[src/mmu_settings.svh]
`ifndef MMU_SETTINGS_SVH
`define MMU_SETTINGS_SVH

// Core bus data width in bits
`define MMU_MEM_W 32

// Number of GPIO pin cells
`define MMU_GPIO_PINS 10

// Scratch SRAM depth in bus words
`define MMU_SRAM_WORDS 1024

// GPIO direction registers, one address per pin
`define MMU_GPIO_DIR_BASE 32'h0000_0101

// GPIO pin values, one address per pin
`define MMU_GPIO_VAL_BASE 32'h0000_010B

// Countdown timer
`define MMU_TIMER_ADDR 32'h0000_0115

// Page number of the 4 KiB scratch window at 0x1000
`define MMU_SRAM_PAGE 20'h00001

`endif

[src/bus_pkg.sv]
`include "mmu_settings.svh"

package bus_pkg;

    // Page and offset view of a core address
    typedef struct packed {
        logic [19:0] page;
        logic [11:0] offset;
    } mem_addr_s_t;

    // One address word, decoded either whole or as page plus offset
    typedef union packed {
        logic [31:0] raw;
        mem_addr_s_t f;
    } mem_addr_u;

    // Request from the core, valid for the single cycle req is high
    typedef struct packed {
        logic                    req;
        logic                    we;
        logic [`MMU_MEM_W/8-1:0] be;
        mem_addr_u               addr;
        logic [`MMU_MEM_W-1:0]   wdata;
    } mem_req_t;

    // Response to the core, exactly one of rvalid or err per request
    typedef struct packed {
        logic                  rvalid;
        logic                  err;
        logic [`MMU_MEM_W-1:0] rdata;
    } mem_rsp_t;

endpackage : bus_pkg

[src/periph_pkg.sv]
`include "mmu_settings.svh"

package periph_pkg;

    // Region a request falls into
    typedef enum logic [2:0] {
        REG_NONE,
        REG_ERROR,
        REG_GPIO,
        REG_TIMER,
        REG_SRAM
    } region_e;

    // Pin number within the GPIO block
    typedef logic [$clog2(`MMU_GPIO_PINS)-1:0] pin_idx_t;

    // Word index into the scratch SRAM
    typedef logic [$clog2(`MMU_SRAM_WORDS)-1:0] sram_addr_t;

    // Strobe from the decoder to one pin cell
    typedef struct packed {
        logic sel;
        logic we;
        logic is_dir;
        logic wbit;
    } gpio_ctrl_t;

    // Registered result of one pin cell
    typedef struct packed {
        logic rbit;
        logic err;
    } gpio_rsp_t;

endpackage : periph_pkg

[src/mmu_decoder.sv]
`include "mmu_settings.svh"

module mmu_decoder (
    input  logic                                         clk,
    input  logic                                         rst,
    input  bus_pkg::mem_req_t                            req_i,
    output periph_pkg::gpio_ctrl_t [`MMU_GPIO_PINS-1:0]  gpio_ctrl_o,
    output logic                                         timer_load_o,
    output logic [`MMU_MEM_W-1:0]                        timer_val_o,
    output logic                                         sram_en_o,
    output logic                                         sram_we_o,
    output logic [`MMU_MEM_W/8-1:0]                      sram_be_o,
    output periph_pkg::sram_addr_t                       sram_addr_o,
    output logic [`MMU_MEM_W-1:0]                        sram_wdata_o,
    output periph_pkg::region_e                          sel_region_o,
    output periph_pkg::pin_idx_t                         sel_pin_o,
    output logic                                         sel_we_o
);

    periph_pkg::region_e  region;
    periph_pkg::pin_idx_t pin_idx;
    logic [31:0]          dir_off;
    logic [31:0]          val_off;
    logic                 in_dir;
    logic                 in_val;

    // Offsets into the two GPIO windows; below the base they wrap to a large value
    assign dir_off = req_i.addr.raw - `MMU_GPIO_DIR_BASE;
    assign val_off = req_i.addr.raw - `MMU_GPIO_VAL_BASE;
    assign in_dir  = dir_off < `MMU_GPIO_PINS;
    assign in_val  = val_off < `MMU_GPIO_PINS;

    assign pin_idx = in_dir ? periph_pkg::pin_idx_t'(dir_off) : periph_pkg::pin_idx_t'(val_off);

    // Raw compare for GPIO and timer, page compare for the SRAM window
    always_comb begin
        region = periph_pkg::REG_NONE;
        if (req_i.req) begin
            if (in_dir || in_val) begin
                region = periph_pkg::REG_GPIO;
            end else if (req_i.addr.raw == `MMU_TIMER_ADDR) begin
                region = periph_pkg::REG_TIMER;
            end else if (req_i.addr.f.page == `MMU_SRAM_PAGE) begin
                region = periph_pkg::REG_SRAM;
            end else begin
                // Reserved ranges and every external page
                region = periph_pkg::REG_ERROR;
            end
        end
    end

    // Only the addressed pin sees sel
    always_comb begin
        for (int p = 0; p < `MMU_GPIO_PINS; p++) begin
            gpio_ctrl_o[p].sel    = (region == periph_pkg::REG_GPIO) &&
                                    (pin_idx == periph_pkg::pin_idx_t'(p));
            gpio_ctrl_o[p].we     = req_i.we;
            gpio_ctrl_o[p].is_dir = in_dir;
            gpio_ctrl_o[p].wbit   = req_i.wdata[0];
        end
    end

    assign timer_load_o = (region == periph_pkg::REG_TIMER) && req_i.we;
    assign timer_val_o  = req_i.wdata;

    // SRAM is word addressed, byte lanes go through be
    assign sram_en_o    = region == periph_pkg::REG_SRAM;
    assign sram_we_o    = req_i.we;
    assign sram_be_o    = req_i.be;
    assign sram_addr_o  = req_i.addr.f.offset[2 +: $bits(periph_pkg::sram_addr_t)];
    assign sram_wdata_o = req_i.wdata;

    // Selection seen by the response collector one cycle later
    always_ff @(posedge clk) begin
        if (!rst) begin
            sel_region_o <= periph_pkg::REG_NONE;
            sel_pin_o    <= '0;
            sel_we_o     <= 1'b0;
        end else begin
            sel_region_o <= region;
            sel_pin_o    <= pin_idx;
            sel_we_o     <= req_i.we;
        end
    end

endmodule : mmu_decoder

[config.mk]
export PLATFORM = sky130hd
export DESIGN_NAME = mmu_decoder
export DESIGN_NICKNAME = d
export VERILOG_FILES = /design/src/bus_pkg.sv /design/src/periph_pkg.sv /design/src/mmu_decoder.sv
export VERILOG_INCLUDE_DIRS = /design/src /design/src/src
export SDC_FILE = /design/constraint.sdc
export NUM_CORES = 1
export LEC_CHECK = 0
export BUFFER_PORTS_ARGS = -buffer_cell sky130_fd_sc_hd__buf_2
export CAP_MARGIN = 10
export CORE_ASPECT_RATIO = 2
export CORE_UTILIZATION = 42
export CTS_CLUSTER_DIAMETER = 50
export DETAILED_ROUTE_END_ITERATION = 16
export GPL_TIMING_DRIVEN = 0
export HOLD_SLACK_MARGIN = 0.05
export PLACE_DENSITY_LB_ADDON = 0.2
export SETUP_SLACK_MARGIN = 0.5
export SKIP_CTS_REPAIR_TIMING = 1
export SLEW_MARGIN = 0
export SYNTH_ARGS = -nofsm -noshare
export SYNTH_HDL_FRONTEND = slang
export SYNTH_SLANG_ARGS = --single-unit
[constraint.sdc]
create_clock -name clk -period 4.5 [get_ports clk]
set_input_delay 0.45 -clock clk [delete_from_list [all_inputs] [get_ports clk]]
set_output_delay 0.45 -clock clk [all_outputs]
set_load 0.005 [all_outputs]
* Word level (Yosys, flattened, before mapping) *
Cells that the tools add are included.
W data, S select, Z words.

word-level totals
  output and inout port bits = 129
  memories = 0
  input bits = 72
  word-level logic and storage cells = 39
  latch bits = 0
  register bits = 8
  memory bits (read-only) = 0
  memory bits (writable) = 0

cells by class
  reductions and logical operators = 13
  shift-type cells = 0
  $mul = 0
  muxes and demuxes = 5
  $add $sub $neg = 2
  equality and inequality tests = 14
  div/mod/pow operators = 0
  magnitude comparators = 2
  bitwise logic cells = 0

operators by type and width
  kind                     count
  $lt A32 B4 Y1 const B    2
  $sub A32 B9 Y32 const B  2
  $eq A32 B9 Y1 const B    1
  $eq A20 B1 Y1 const B    1
  $eq A4 B3 Y1 const B     4
  $mux W3                  4
  $logic_and A1 B1 Y1      11
  $eq A4 B2 Y1 const B     2
  $eq A4 B4 Y1 const B     2
  $eq A3 B2 Y1 const B     2
  $eq A4 B1 Y1 const B     1
  $logic_not A4 Y1         1
  $mux W4                  1
  $eq A3 B3 Y1 const B     1
  $logic_or A1 B1 Y1       1

* Depth between registers and ports, before layout *
Gate-level depths: netlist (run 1).

  word-level depth = 7
  mapped depth = 13
  depth with buffers taken out = 10

* Least setup slack after synthesis (run 1) *
No wires, ideal clock.

  path kind = input to output
  start point = input port req_i[32] in the netlist's numbering
  end point = output port gpio_ctrl_o[19] in the netlist's numbering
  setup slack = 407 ps
  arrival = 3,643 ps
  buffers on the path = 3
  stages on the path = 13
  data required time = 4,050 ps
  cell sequence = clkbuf_1 > inv_1 > ha_1 > or3b_1 > buf_2 > o311ai_4 > nor4b_4 > o22ai_1 > or3_1 > nor4_4 > xor2_1 > buf_4 > nor4b_1

RTL lines
  what             RTL line          source
  start, declared  mmu_decoder.sv:6  input bus_pkg::mem_req_t req_i,
  end, declared    mmu_decoder.sv:7  output periph_pkg::gpio_ctrl_t [`MMU_GPIO_PINS-1:0] gpio_ctrl_o,

==> impl_summary.txt, run 1 <==
----------------------------------------------------
[Clock tree]
  Clock root buffer master ... clkbuf_16
  Number of buffers between clock root and the deepest sink ... 2
  TritonCTS clock tree ... yes
  CTS sink count ... 8
  H-tree levels ... 1
  Clock transition at path regs ... 30 ps
  Number of buffers added by the clock tree synthesis step ... 3

[Power]
  VDD IR-drop max ... 0.09964 mV
  Total chip power ... 510.7 uW
  P per Cell Area ... 130.1 nW/um2
  Leakage ... 1.889 nW

[Synth]
  Distinct cell type count of the synthesized netlist ... 61
  Average footprint of a synthesized cell ... 7.245 um2
  Synthesized net count ... 443
  Warnings, synthesis ... 0
  Count of flip-flops with a built-in enable after synthesis ... 0
  Mapped cell area ... 2666 um2
  Sequential element share of the synthesized area ... 6.007%
  Async SR Flop Fraction ... 0%
  Top flip-flop cell by instance count after synthesis ... dfxtp_1
  Post-synthesis cell type with the largest combined area ... buf_4
  Synth Register Bits ... 8
  Count of mapped cells out of synthesis ... 368
  Top cells by area, synth ... buf_4 (31%), dfxtp_1 (6.0%), nor4_1 (5.2%)
  Portion of synthesized cell area occupied by the leading cell type ... 30.97%

[Finish]
  Most common library cell in the layout ignoring fill and taps ... buf_2
  Area delta synth->final ... 47.25%
  Final design utilization ... 64.83%
  Layout Cells excl Fill ... 627
  Finished Cell Area ... 3926 um2
  Diodes inserted ... 0
  Layout cell share with drive strength beyond 1 ... 60.77%
  Top library cells by usage in the layout, fill and taps aside ... buf_2 (156), buf_4 (126), nor3_1 (17), nor4_1 (16), nor2_1 (15)
  Number of nets in the final layout ... 620

[Placement]
  DP Wirelength ... 7.790 mm
  Cell Count Post-Placement ... 608
  Weighted congestion at the end of routability-driven global placement ... 1.016
  Buffers added on ports ... 156
  Post-Place Cell Area ... 3597 um2
  Setup WS pre-CTS ... -291.7 ps

[Global route]
  Global-route wire length before repair ... 13.58 mm
  Largest net degree at the start of global routing ... 16
  GRT Overall Usage ... 25.85%
  Vias in the first global route ... 2982
  Antenna violations before repair ... 0
  Aggregate global routing overflow ... 0

[Floorplanning]
  Total die area ... 6690 um2
  Core Footprint ... 6056 um2
  Die H ... 114.7 um
  Site row count ... 40
  Total I/O pin count ... 201
  Initial Utilization ... 44.03%
  Die Span X ... 58.34 um

[Outcome]
  Result of the run ... finished clean

[Timing]
  Setup violation total in the final timing report ... 0
  Final setup margin ... 309.9 ps
  Total count of max-transition violations in the final report ... 0
  Final number of hold-violating endpoints ... 0
  Unrepaired setup endpoints after global routing ... yes
  Period utilization ... 93.11%
  Normalized max-slew margin ... 61.71%
  Final min period ... 4190 ps
  Setup tns final ... 0 ps
  Top achievable clock speed ... 238.7 MHz
  Least-Margin Pin Slew ... 573.2 ps
  Hold slack final ... 446.1 ps

[Detailed routing]
  Total detailed-routing wirelength ... 9.565 mm
  Remaining antenna violation count ... 0
  Length of the first detailed-routing pass in iterations ... 5
  Number of vias per cell ... 5.440
  Remaining DRCs ... 0
  Via count ... 3411
  Drt initial violations ... 140
  Routed wirelength normalized by instance count ... 15.26 um

[Worst hold path]
  Hold Crit Class ... primary input to flop

[Setup path]
  Path type of the worst setup path ... primary input to output port
  Buffers & Inverters on Critical Path ... 7
  Highest cell delay on the worst timing path ... 400 ps
  Crit-path slowest cell ... a221o_1
  Top fanout value on the critical path ... 7
  Data arrival time of the critical path ... 3740 ps
  Critical path endpoint category ... output port
  Startpoint kind of the worst setup timing path ... primary input
  Series of cell instances along the critical path ... buf_8 -> buf_8 -> inv_6 -> ha_4 -> or3b_4 -> buf_6 -> o311ai_4 -> nor4b_4 -> buf_4 -> nand3_2 -> a221o_1 -> nor4_4 -> xor2_1 -> buf_4 -> nor4b_2 -> buf_2
  Required time at the endpoint of the critical path ... 4050 ps
  Critical path's top delay family ... simple AND/OR/NAND/NOR gates

[Flow run]
  Number of maximum-capacitance violations ... 0

----------------------------------------------------
cells in the mapped netlist (5+ instances only):
library cell	count
xnor2_1	11
nor4_1	22
a21oi_1	14
nor4b_1	5
a211oi_1	5
nor3_1	17
dfxtp_1	8
buf_4	110
inv_1	7
or4_1	9
nor2_1	15
nand4_1	9
o21ai_0	15
nand3_1	9
nand2b_1	7
nand2_1	9
clkbuf_1	14
power by group:
part / switching, mW / total (mW) / internal (mW)
clock: 0.0359 / 0.151 / 0.115
sequential: 0.000565 / 0.0753 / 0.0747
combinational: 0.137 / 0.285 / 0.148
total: 0.173 / 0.511 / 0.337
per-layer routing:
layer | part of all wire, % | up-vias | track usage, %
met2 | 55 | 233 | 49.89
met1 | 32 | 1526 | 23.50
met3 | 6.5 | 52 | 2.034
li1 | - | 1600 | -
met4 | 7.2 | 0 | 19.84
met5 | 0 | - | 0
sequential cells by signal, summed over array words and instances (netlist names):
signal / cells
sel_pin_o: 4
sel_region_o: 3
sel_we_o: 1
layout make-up:
class / instances / area, um2
flip-flops and latches: 8 / 160.2
inverters: 7 / 33.78
plain buffers: 128 / 923.4
repair buffers: 172 / 923.4
multi-input cells: 225 / 1705
well taps: 84 / 105.1
clock buffers: 3 / 75.07
fillers: 565 / 2130
cell families (layout without fill, tap and decap cells):
kind of cell             count (synthesis)  in the layout  share of synthesized area, %
buffers and inverters                  135            310                         34.68
AND/OR/NAND/NOR                        137            137                         33.97
flip-flops                               8              8                         6.006
adder cells (fa/ha/maj)                  3              3                         1.408
multiplexers                             2              2                        0.7977
AO/OA/AOI/OAI                           71             71                         19.19
XOR/XNOR                                12             12                         3.942
path summary, 6_finish.rpt:
| kind | endpoint | cells after the start | startpoint | slack [ps] |
|---|---|---|---|---|
| max | gpio_ctrl_o[39] | 16 | req_i[32] | 310 |
| min | sel_pin_o[1]$_SDFF_PN0_ | 2 | rst | 450 |
Note: power is estimated with default switching activity, not from simulation.
==> inputs of run 2 (changes only) <==
--- a/config.mk
+++ b/config.mk
@@ -12,7 +12,6 @@
 export CORE_UTILIZATION = 42
 export CTS_CLUSTER_DIAMETER = 50
 export DETAILED_ROUTE_END_ITERATION = 16
-export GPL_TIMING_DRIVEN = 0
 export HOLD_SLACK_MARGIN = 0.05
 export PLACE_DENSITY_LB_ADDON = 0.2
 export SETUP_SLACK_MARGIN = 0.5
==> run 2 against run 1 <==
  * Sequential power is essentially flat
  * Die area unchanged
  * Critical path type unchanged
  * Global-route usage down 2.4 points
  * Sequential share of layout area grew 1.7 points
  * Clock power is essentially flat
==> impl_summary.txt, run 2 (synthesis results as in run 1) <==
----------------------------------------------------
[Setup path]
  Startpoint kind of the worst setup timing path ... primary input
  Critical path endpoint category ... output port
  Path type of the worst setup path ... primary input to output port
  Data arrival time of the critical path ... 3470 ps (-270 ps)
  Required time at the endpoint of the critical path ... 4050 ps (about the same)
  Top fanout value on the critical path ... 8 (+1)

[Finish]
  Number of nets in the final layout ... 429 (-31%)
  Top library cells by usage in the layout, fill and taps aside ... buf_2 (83), buf_4 (21), nor4_1 (18), nor3_1 (17), nor2_1 (15)
  Leading registers by flop count ... sel_pin_o: 4 flops, sel_region_o: 3 flops, sel_we_o: 1 flops
  Layout cell share with drive strength beyond 1 ... 45.17% (-16 points)
  Area delta synth->final ... 4.317%
  Most common library cell in the layout ignoring fill and taps ... buf_2
  Diodes inserted ... 0 (unchanged)
  Biggest register ... sel_pin_o
  Final design utilization ... 45.93% (-19 points)
  Layout Cells excl Fill ... 436 (-30%)
  Number of flip-flops under the largest register name ... 4 (unchanged)

[Global route]
  Largest net degree at the start of global routing ... 16 (unchanged)
  Global-route wire length before repair ... 12.05 mm (-11%)
  Antenna violations before repair ... 0 (unchanged)
  GRT Overall Usage ... 23.44% (-2.4 points)
  Aggregate global routing overflow ... 0 (unchanged)
  Vias in the first global route ... 2365 (-21%)

[Clock tree]
  Clock root buffer master ... clkbuf_16
  Clock transition at path regs ... 30 ps (about the same)
  Number of buffers added by the clock tree synthesis step ... 3 (unchanged)
  TritonCTS clock tree ... yes
  Number of buffers between clock root and the deepest sink ... 2 (unchanged)
  H-tree levels ... 1 (unchanged)
  CTS sink count ... 8 (unchanged)

[Outcome]
  Result of the run ... finished clean

[Timing]
  Least-Margin Pin Slew ... 670.3 ps (+97.09 ps)
  Setup violation total in the final timing report ... 0 (unchanged)
  Unrepaired setup endpoints after global routing ... yes
  Final min period ... 3917 ps (-273.0 ps)
  Setup tns final ... 0 ps (unchanged)
  Total count of max-transition violations in the final report ... 0 (unchanged)
  Final number of hold-violating endpoints ... 0 (unchanged)
  Normalized max-slew margin ... 54.90% (-6.8 points)
  Period utilization ... 87.05% (-6.1 points)
  Final setup margin ... 582.9 ps (+273.0 ps)
  Top achievable clock speed ... 255.3 MHz (+7.0%)

[Floorplanning]
  Core Footprint ... 6056 um2 (unchanged)
  Total I/O pin count ... 201 (unchanged)
  Site row count ... 40 (unchanged)
  Die Span X ... 58.34 um (unchanged)
  Total die area ... 6690 um2 (unchanged)
  Die H ... 114.7 um (unchanged)
  Initial Utilization ... 44.03% (unchanged)

[Power]
  VDD IR-drop max ... 0.08044 mV (-19%)
  Leakage ... 1.079 nW (-43%)
  P per Cell Area ... 149.1 nW/um2 (+15%)

[Detailed routing]
  Remaining antenna violation count ... 0 (unchanged)
  Number of vias per cell ... 6.011 (+11%)
  Via count ... 2621 (-23%)
  Routed wirelength normalized by instance count ... 19.15 um (+26%)
  Drt initial violations ... 117 (-16%)
  Total detailed-routing wirelength ... 8.350 mm (-13%)
  Length of the first detailed-routing pass in iterations ... 5 (unchanged)
  Remaining DRCs ... 0 (unchanged)

[Placement]
  Buffers added on ports ... 86 (-45%)
  Weighted congestion at the end of routability-driven global placement ... 0.9804 (-3.5%)
  Cell Count Post-Placement ... 417 (-31%)
  DP Wirelength ... 6.546 mm (-16%)
  Setup WS pre-CTS ... 300.3 ps (+592.0 ps)

[Worst hold path]
  Hold Crit Class ... primary input to flop
  Cell depth of the worst min-delay path ... 2 (unchanged)

[Flow run]
  Number of maximum-capacitance violations ... 0 (unchanged)

----------------------------------------------------
-- run 2: changes by cell type in the layout (fill, tap and decap cells not counted), sizes merged --
cell / previous run / this run
clkinv: 0 / 2
clkbuf: 15 / 3
inv: 7 / 5
nor2: 17 / 18
buf: 288 / 108
-- run 2: stage by stage --
stage               area, um2  power [mW]  hold slack, ps
CTS                      2471      0.3871           463.8
detailed placement       2396      0.2363           699.1
finish                   2781      0.4146           460.1
global route             2781      0.4316           471.0
floorplan                2711      0.2390           571.7
global placement         2396      0.2359           708.4
-- run 2: worst paths after layout --
path	startpoint	endpoint	slack, ps
setup / recovery	req_i[32]	gpio_ctrl_o[15]	580
hold / removal	rst	sel_pin_o[1]$_SDFF_PN0_	460
-- run 2: cell type report --
class | instances | area, um2
timing repair buffer | 108 | 639.4
fill | 647 | 3274
multi-input combinational | 226 | 1750
clock buffer | 3 | 75.07
sequential | 8 | 160.2
inverter | 7 | 51.30
tap | 84 | 105.1
-- run 2: per-layer routing --
layer	up-vias	GRT usage (%)	share of wire, %
li1	1226	-	-
met1	1197	22.27	33
met2	148	43.14	54
met3	50	3.842	7.0
met4	0	17.30	6.4
met5	-	0	0
-- run 2: worst max-delay path, cell delays in order --
cell and delay (ps):
buf_12 120, buf_4 160, ha_1 260, o21ai_0 320, a21boi_0 220, or4b_2 640
nand2_1 80, nand4_1 80, nor4_1 220, buf_4 180, o211ai_1 250, nor4b_2 330
buf_2 160
-- run 2: where the power goes --
group | switching [mW] | internal, mW | total [mW]
logic | 0.113 | 0.0769 | 0.190
clock network | 0.0351 | 0.115 | 0.150
registers | 0.000615 | 0.0747 | 0.0754
==> inputs of run 3 (changes only) <==
--- a/config.mk
+++ b/config.mk
@@ -10,6 +10,7 @@
 export CAP_MARGIN = 10
 export CORE_ASPECT_RATIO = 2
 export CORE_UTILIZATION = 42
+export CTS_BUF_LIST = sky130_fd_sc_hd__clkbuf_4
 export CTS_CLUSTER_DIAMETER = 50
 export DETAILED_ROUTE_END_ITERATION = 16
 export HOLD_SLACK_MARGIN = 0.05
==> run 3 against run 2 <==
  * Hold slack worse by 24 ps
  * Non-clock buffer count unchanged
  * Sequential power down 0.7%
  * Count of clock-buffer cells in the layout is the same
  * Final cell count did not move
  * Die area unchanged
  * Core utilization is 0.87 points lower
  * Power fell by 23%
  * First-iteration DRC count fell by 11%
  * Clock power shrank 62%
  * Wire length fell by 0.90%
  * Critical path type unchanged
  * Largest cell class unchanged
==> impl_summary.txt, run 3 (synthesis results as in run 1) <==
----------------------------------------------------
[Setup path]
  Setup crit start ... req_i[32]
  Startpoint kind of the worst setup timing path ... primary input
  Path type of the worst setup path ... primary input to output port
  Critical path's top delay family ... simple AND/OR/NAND/NOR gates
  Last element of the critical path ... gpio_ctrl_o[31]
  Series of cell instances along the critical path ... buf_12 -> buf_4 -> ha_1 -> o21ai_0 -> a21boi_0 -> or4b_2 -> nand2_1 -> nand4_1 -> nor4_1 -> buf_4 -> o211ai_1 -> and4bb_2 -> buf_2
  Critical path depth ... 13 (unchanged)
  Required time at the endpoint of the critical path ... 4050 ps (about the same)
  Top fanout value on the critical path ... 8 (unchanged)
  Highest cell delay on the worst timing path ... 640 ps (about the same)
  Critical path endpoint category ... output port
  Crit-path slowest cell ... or4b_2
  Most frequent CP cell ... buf_4
  Data arrival time of the critical path ... 3460 ps (about the same)
  Buffers & Inverters on Critical Path ... 4 (unchanged)

[Placement]
  Weighted congestion at the end of routability-driven global placement ... 0.9804 (unchanged)
  Buffers added on ports ... 86 (unchanged)
  Post-Place Cell Area ... 2396 um2 (unchanged)
  Setup WS pre-CTS ... 300.3 ps (unchanged)
  DP Wirelength ... 6.546 mm (unchanged)

[Global route]
  GRT Overall Usage ... 23.28% (-0.16 points)
  Antenna violations before repair ... 0 (unchanged)
  Vias in the first global route ... 2349 (-0.68%)
  Aggregate global routing overflow ... 0 (unchanged)
  Largest net degree at the start of global routing ... 16 (unchanged)
  Global-route wire length before repair ... 11.98 mm (-0.63%)

[Finish]
  Finished Cell Area ... 2729 um2 (-1.9%)
  Area used by multi-input combinational logic ... 1750 um2 (unchanged)
  FILL cells ... 654 (+1.1%)
  Top library cells by usage in the layout, fill and taps aside ... buf_2 (83), buf_4 (21), nor4_1 (18), nor3_1 (17), nor2_1 (15)
  Biggest register ... sel_pin_o
  Area delta synth->final ... 2.346%
  Most common library cell in the layout ignoring fill and taps ... buf_2
  Layout cell share with drive strength beyond 1 ... 45.17% (unchanged)
  Diodes inserted ... 0 (unchanged)
  Number of flip-flops under the largest register name ... 4 (unchanged)
  Leading registers by flop count ... sel_pin_o: 4 flops, sel_region_o: 3 flops, sel_we_o: 1 flops
  Number of nets in the final layout ... 429 (unchanged)
  FF+latch area ... 160.2 um2 (unchanged)

[Detailed routing]
  Via count ... 2594 (-1.0%)
  Remaining antenna violation count ... 0 (unchanged)
  Drt initial violations ... 104 (-11%)
  Routed wirelength normalized by instance count ... 18.98 um (-0.90%)
  Remaining DRCs ... 0 (unchanged)
  Length of the first detailed-routing pass in iterations ... 5 (unchanged)
  Total detailed-routing wirelength ... 8.275 mm (-0.90%)
  Number of vias per cell ... 5.950 (-1.0%)

[Power]
  Sw frac ... 43.31% (+7.5 points)
  Internal cell power ... 181.9 uW (-32%)
  Switching power of the nets ... 138.9 uW (-6.4%)
  VDD IR-drop max ... 0.04379 mV (-46%)
  P per Cell Area ... 117.6 nW/um2 (-21%)
  Leakage ... 1.055 nW (-2.1%)
  Register share of total power ... 23.4% (+5.2 points)
  Part of the power in combinational logic ... 58.8% (+13 points)
  Clock power share ... 17.8% (-18 points)

[Clock tree]
  H-tree levels ... 1 (unchanged)
  Number of buffers added by the clock tree synthesis step ... 3 (unchanged)
  TritonCTS clock tree ... yes
  Clock transition at path regs ... 50 ps (+20 ps)
  CTS sink count ... 8 (unchanged)
  Number of buffers between clock root and the deepest sink ... 2 (unchanged)
  Clock root buffer master ... clkbuf_4

[Timing]
  Final number of hold-violating endpoints ... 0 (unchanged)
  Least-Margin Pin Slew ... 658.1 ps (-12.25 ps)
  Top achievable clock speed ... 256.0 MHz (+0.29%)
  Setup tns final ... 0 ps (unchanged)
  Normalized max-slew margin ... 55.72% (+0.82 points)
  Total count of max-transition violations in the final report ... 0 (unchanged)
  Unrepaired setup endpoints after global routing ... yes
  Setup violation total in the final timing report ... 0 (unchanged)
  Period utilization ... 86.79% (-0.25 points)
  Final setup margin ... 594.3 ps (+11.38 ps)
  Final min period ... 3906 ps (-11.38 ps)

[Floorplanning]
  Site row count ... 40 (unchanged)
  Core Footprint ... 6056 um2 (unchanged)
  Initial Utilization ... 44.03% (unchanged)
  Die H ... 114.7 um (unchanged)
  Total die area ... 6690 um2 (unchanged)
  Die Span X ... 58.34 um (unchanged)
  Total I/O pin count ... 201 (unchanged)

[Flow run]
  Number of maximum-capacitance violations ... 0 (unchanged)

[Worst hold path]
  Hold Crit Class ... primary input to flop
  Startpoint of the worst hold path ... rst

[Outcome]
  Result of the run ... finished clean

----------------------------------------------------
## run 3: cell count changes in the layout (fill, tap and decap cells not counted)
cell,change
clkbuf_16,-3
clkbuf_4,+3
## run 3: routing by layer
metal	track usage [%]	routed length [um]	vias up
met5	0	0	-
met4	17.30	514	0
met3	3.503	542	51
met2	43.07	4505	122
met1	22.06	2713	1196
li1	-	-	1225
## run 3: worst min-delay path by stage
stage | end | slack, ps | cells after the start
floorplan | sel_pin_o[1]$_SDFF_PN0_ | 570 | 1
global placement | sel_pin_o[1]$_SDFF_PN0_ | 710 | 2
detailed placement | sel_pin_o[1]$_SDFF_PN0_ | 700 | 2
CTS | sel_pin_o[1]$_SDFF_PN0_ | 440 | 2
global route | sel_pin_o[1]$_SDFF_PN0_ | 440 | 2
finish | sel_pin_o[1]$_SDFF_PN0_ | 440 | 2
## run 3: cell type report
cell class	instances	area share, %
clock buffer	3	0.8253
inverter	7	1.880
multi-input combinational	226	64.14
sequential	8	5.869
tap	84	3.851
timing repair buffer	108	23.43
## run 3: stage by stage
stage	power [mW]	util, %	hold WS [ps]	instances
4_1_cts	0.2926	39.94	439.4	420
3_3_place_gp	0.2359	39.57	708.4	417
3_5_place_dp	0.2363	39.57	699.1	417
5_1_grt	0.3361	45.06	443.2	436
2_1_floorplan	0.2390	-	571.7	368
6_report	0.3208	45.06	436.3	436
## run 3: power groups by stage
stage          clock network [mW]  logic [mW]  registers [mW]
6_report                   0.0572       0.189          0.0749
5_1_grt                    0.0593       0.202          0.0750
4_1_cts                    0.0571       0.161          0.0749
3_5_place_dp                    0       0.160          0.0764
3_3_place_gp                    0       0.160          0.0764
2_1_floorplan                   0       0.162          0.0772
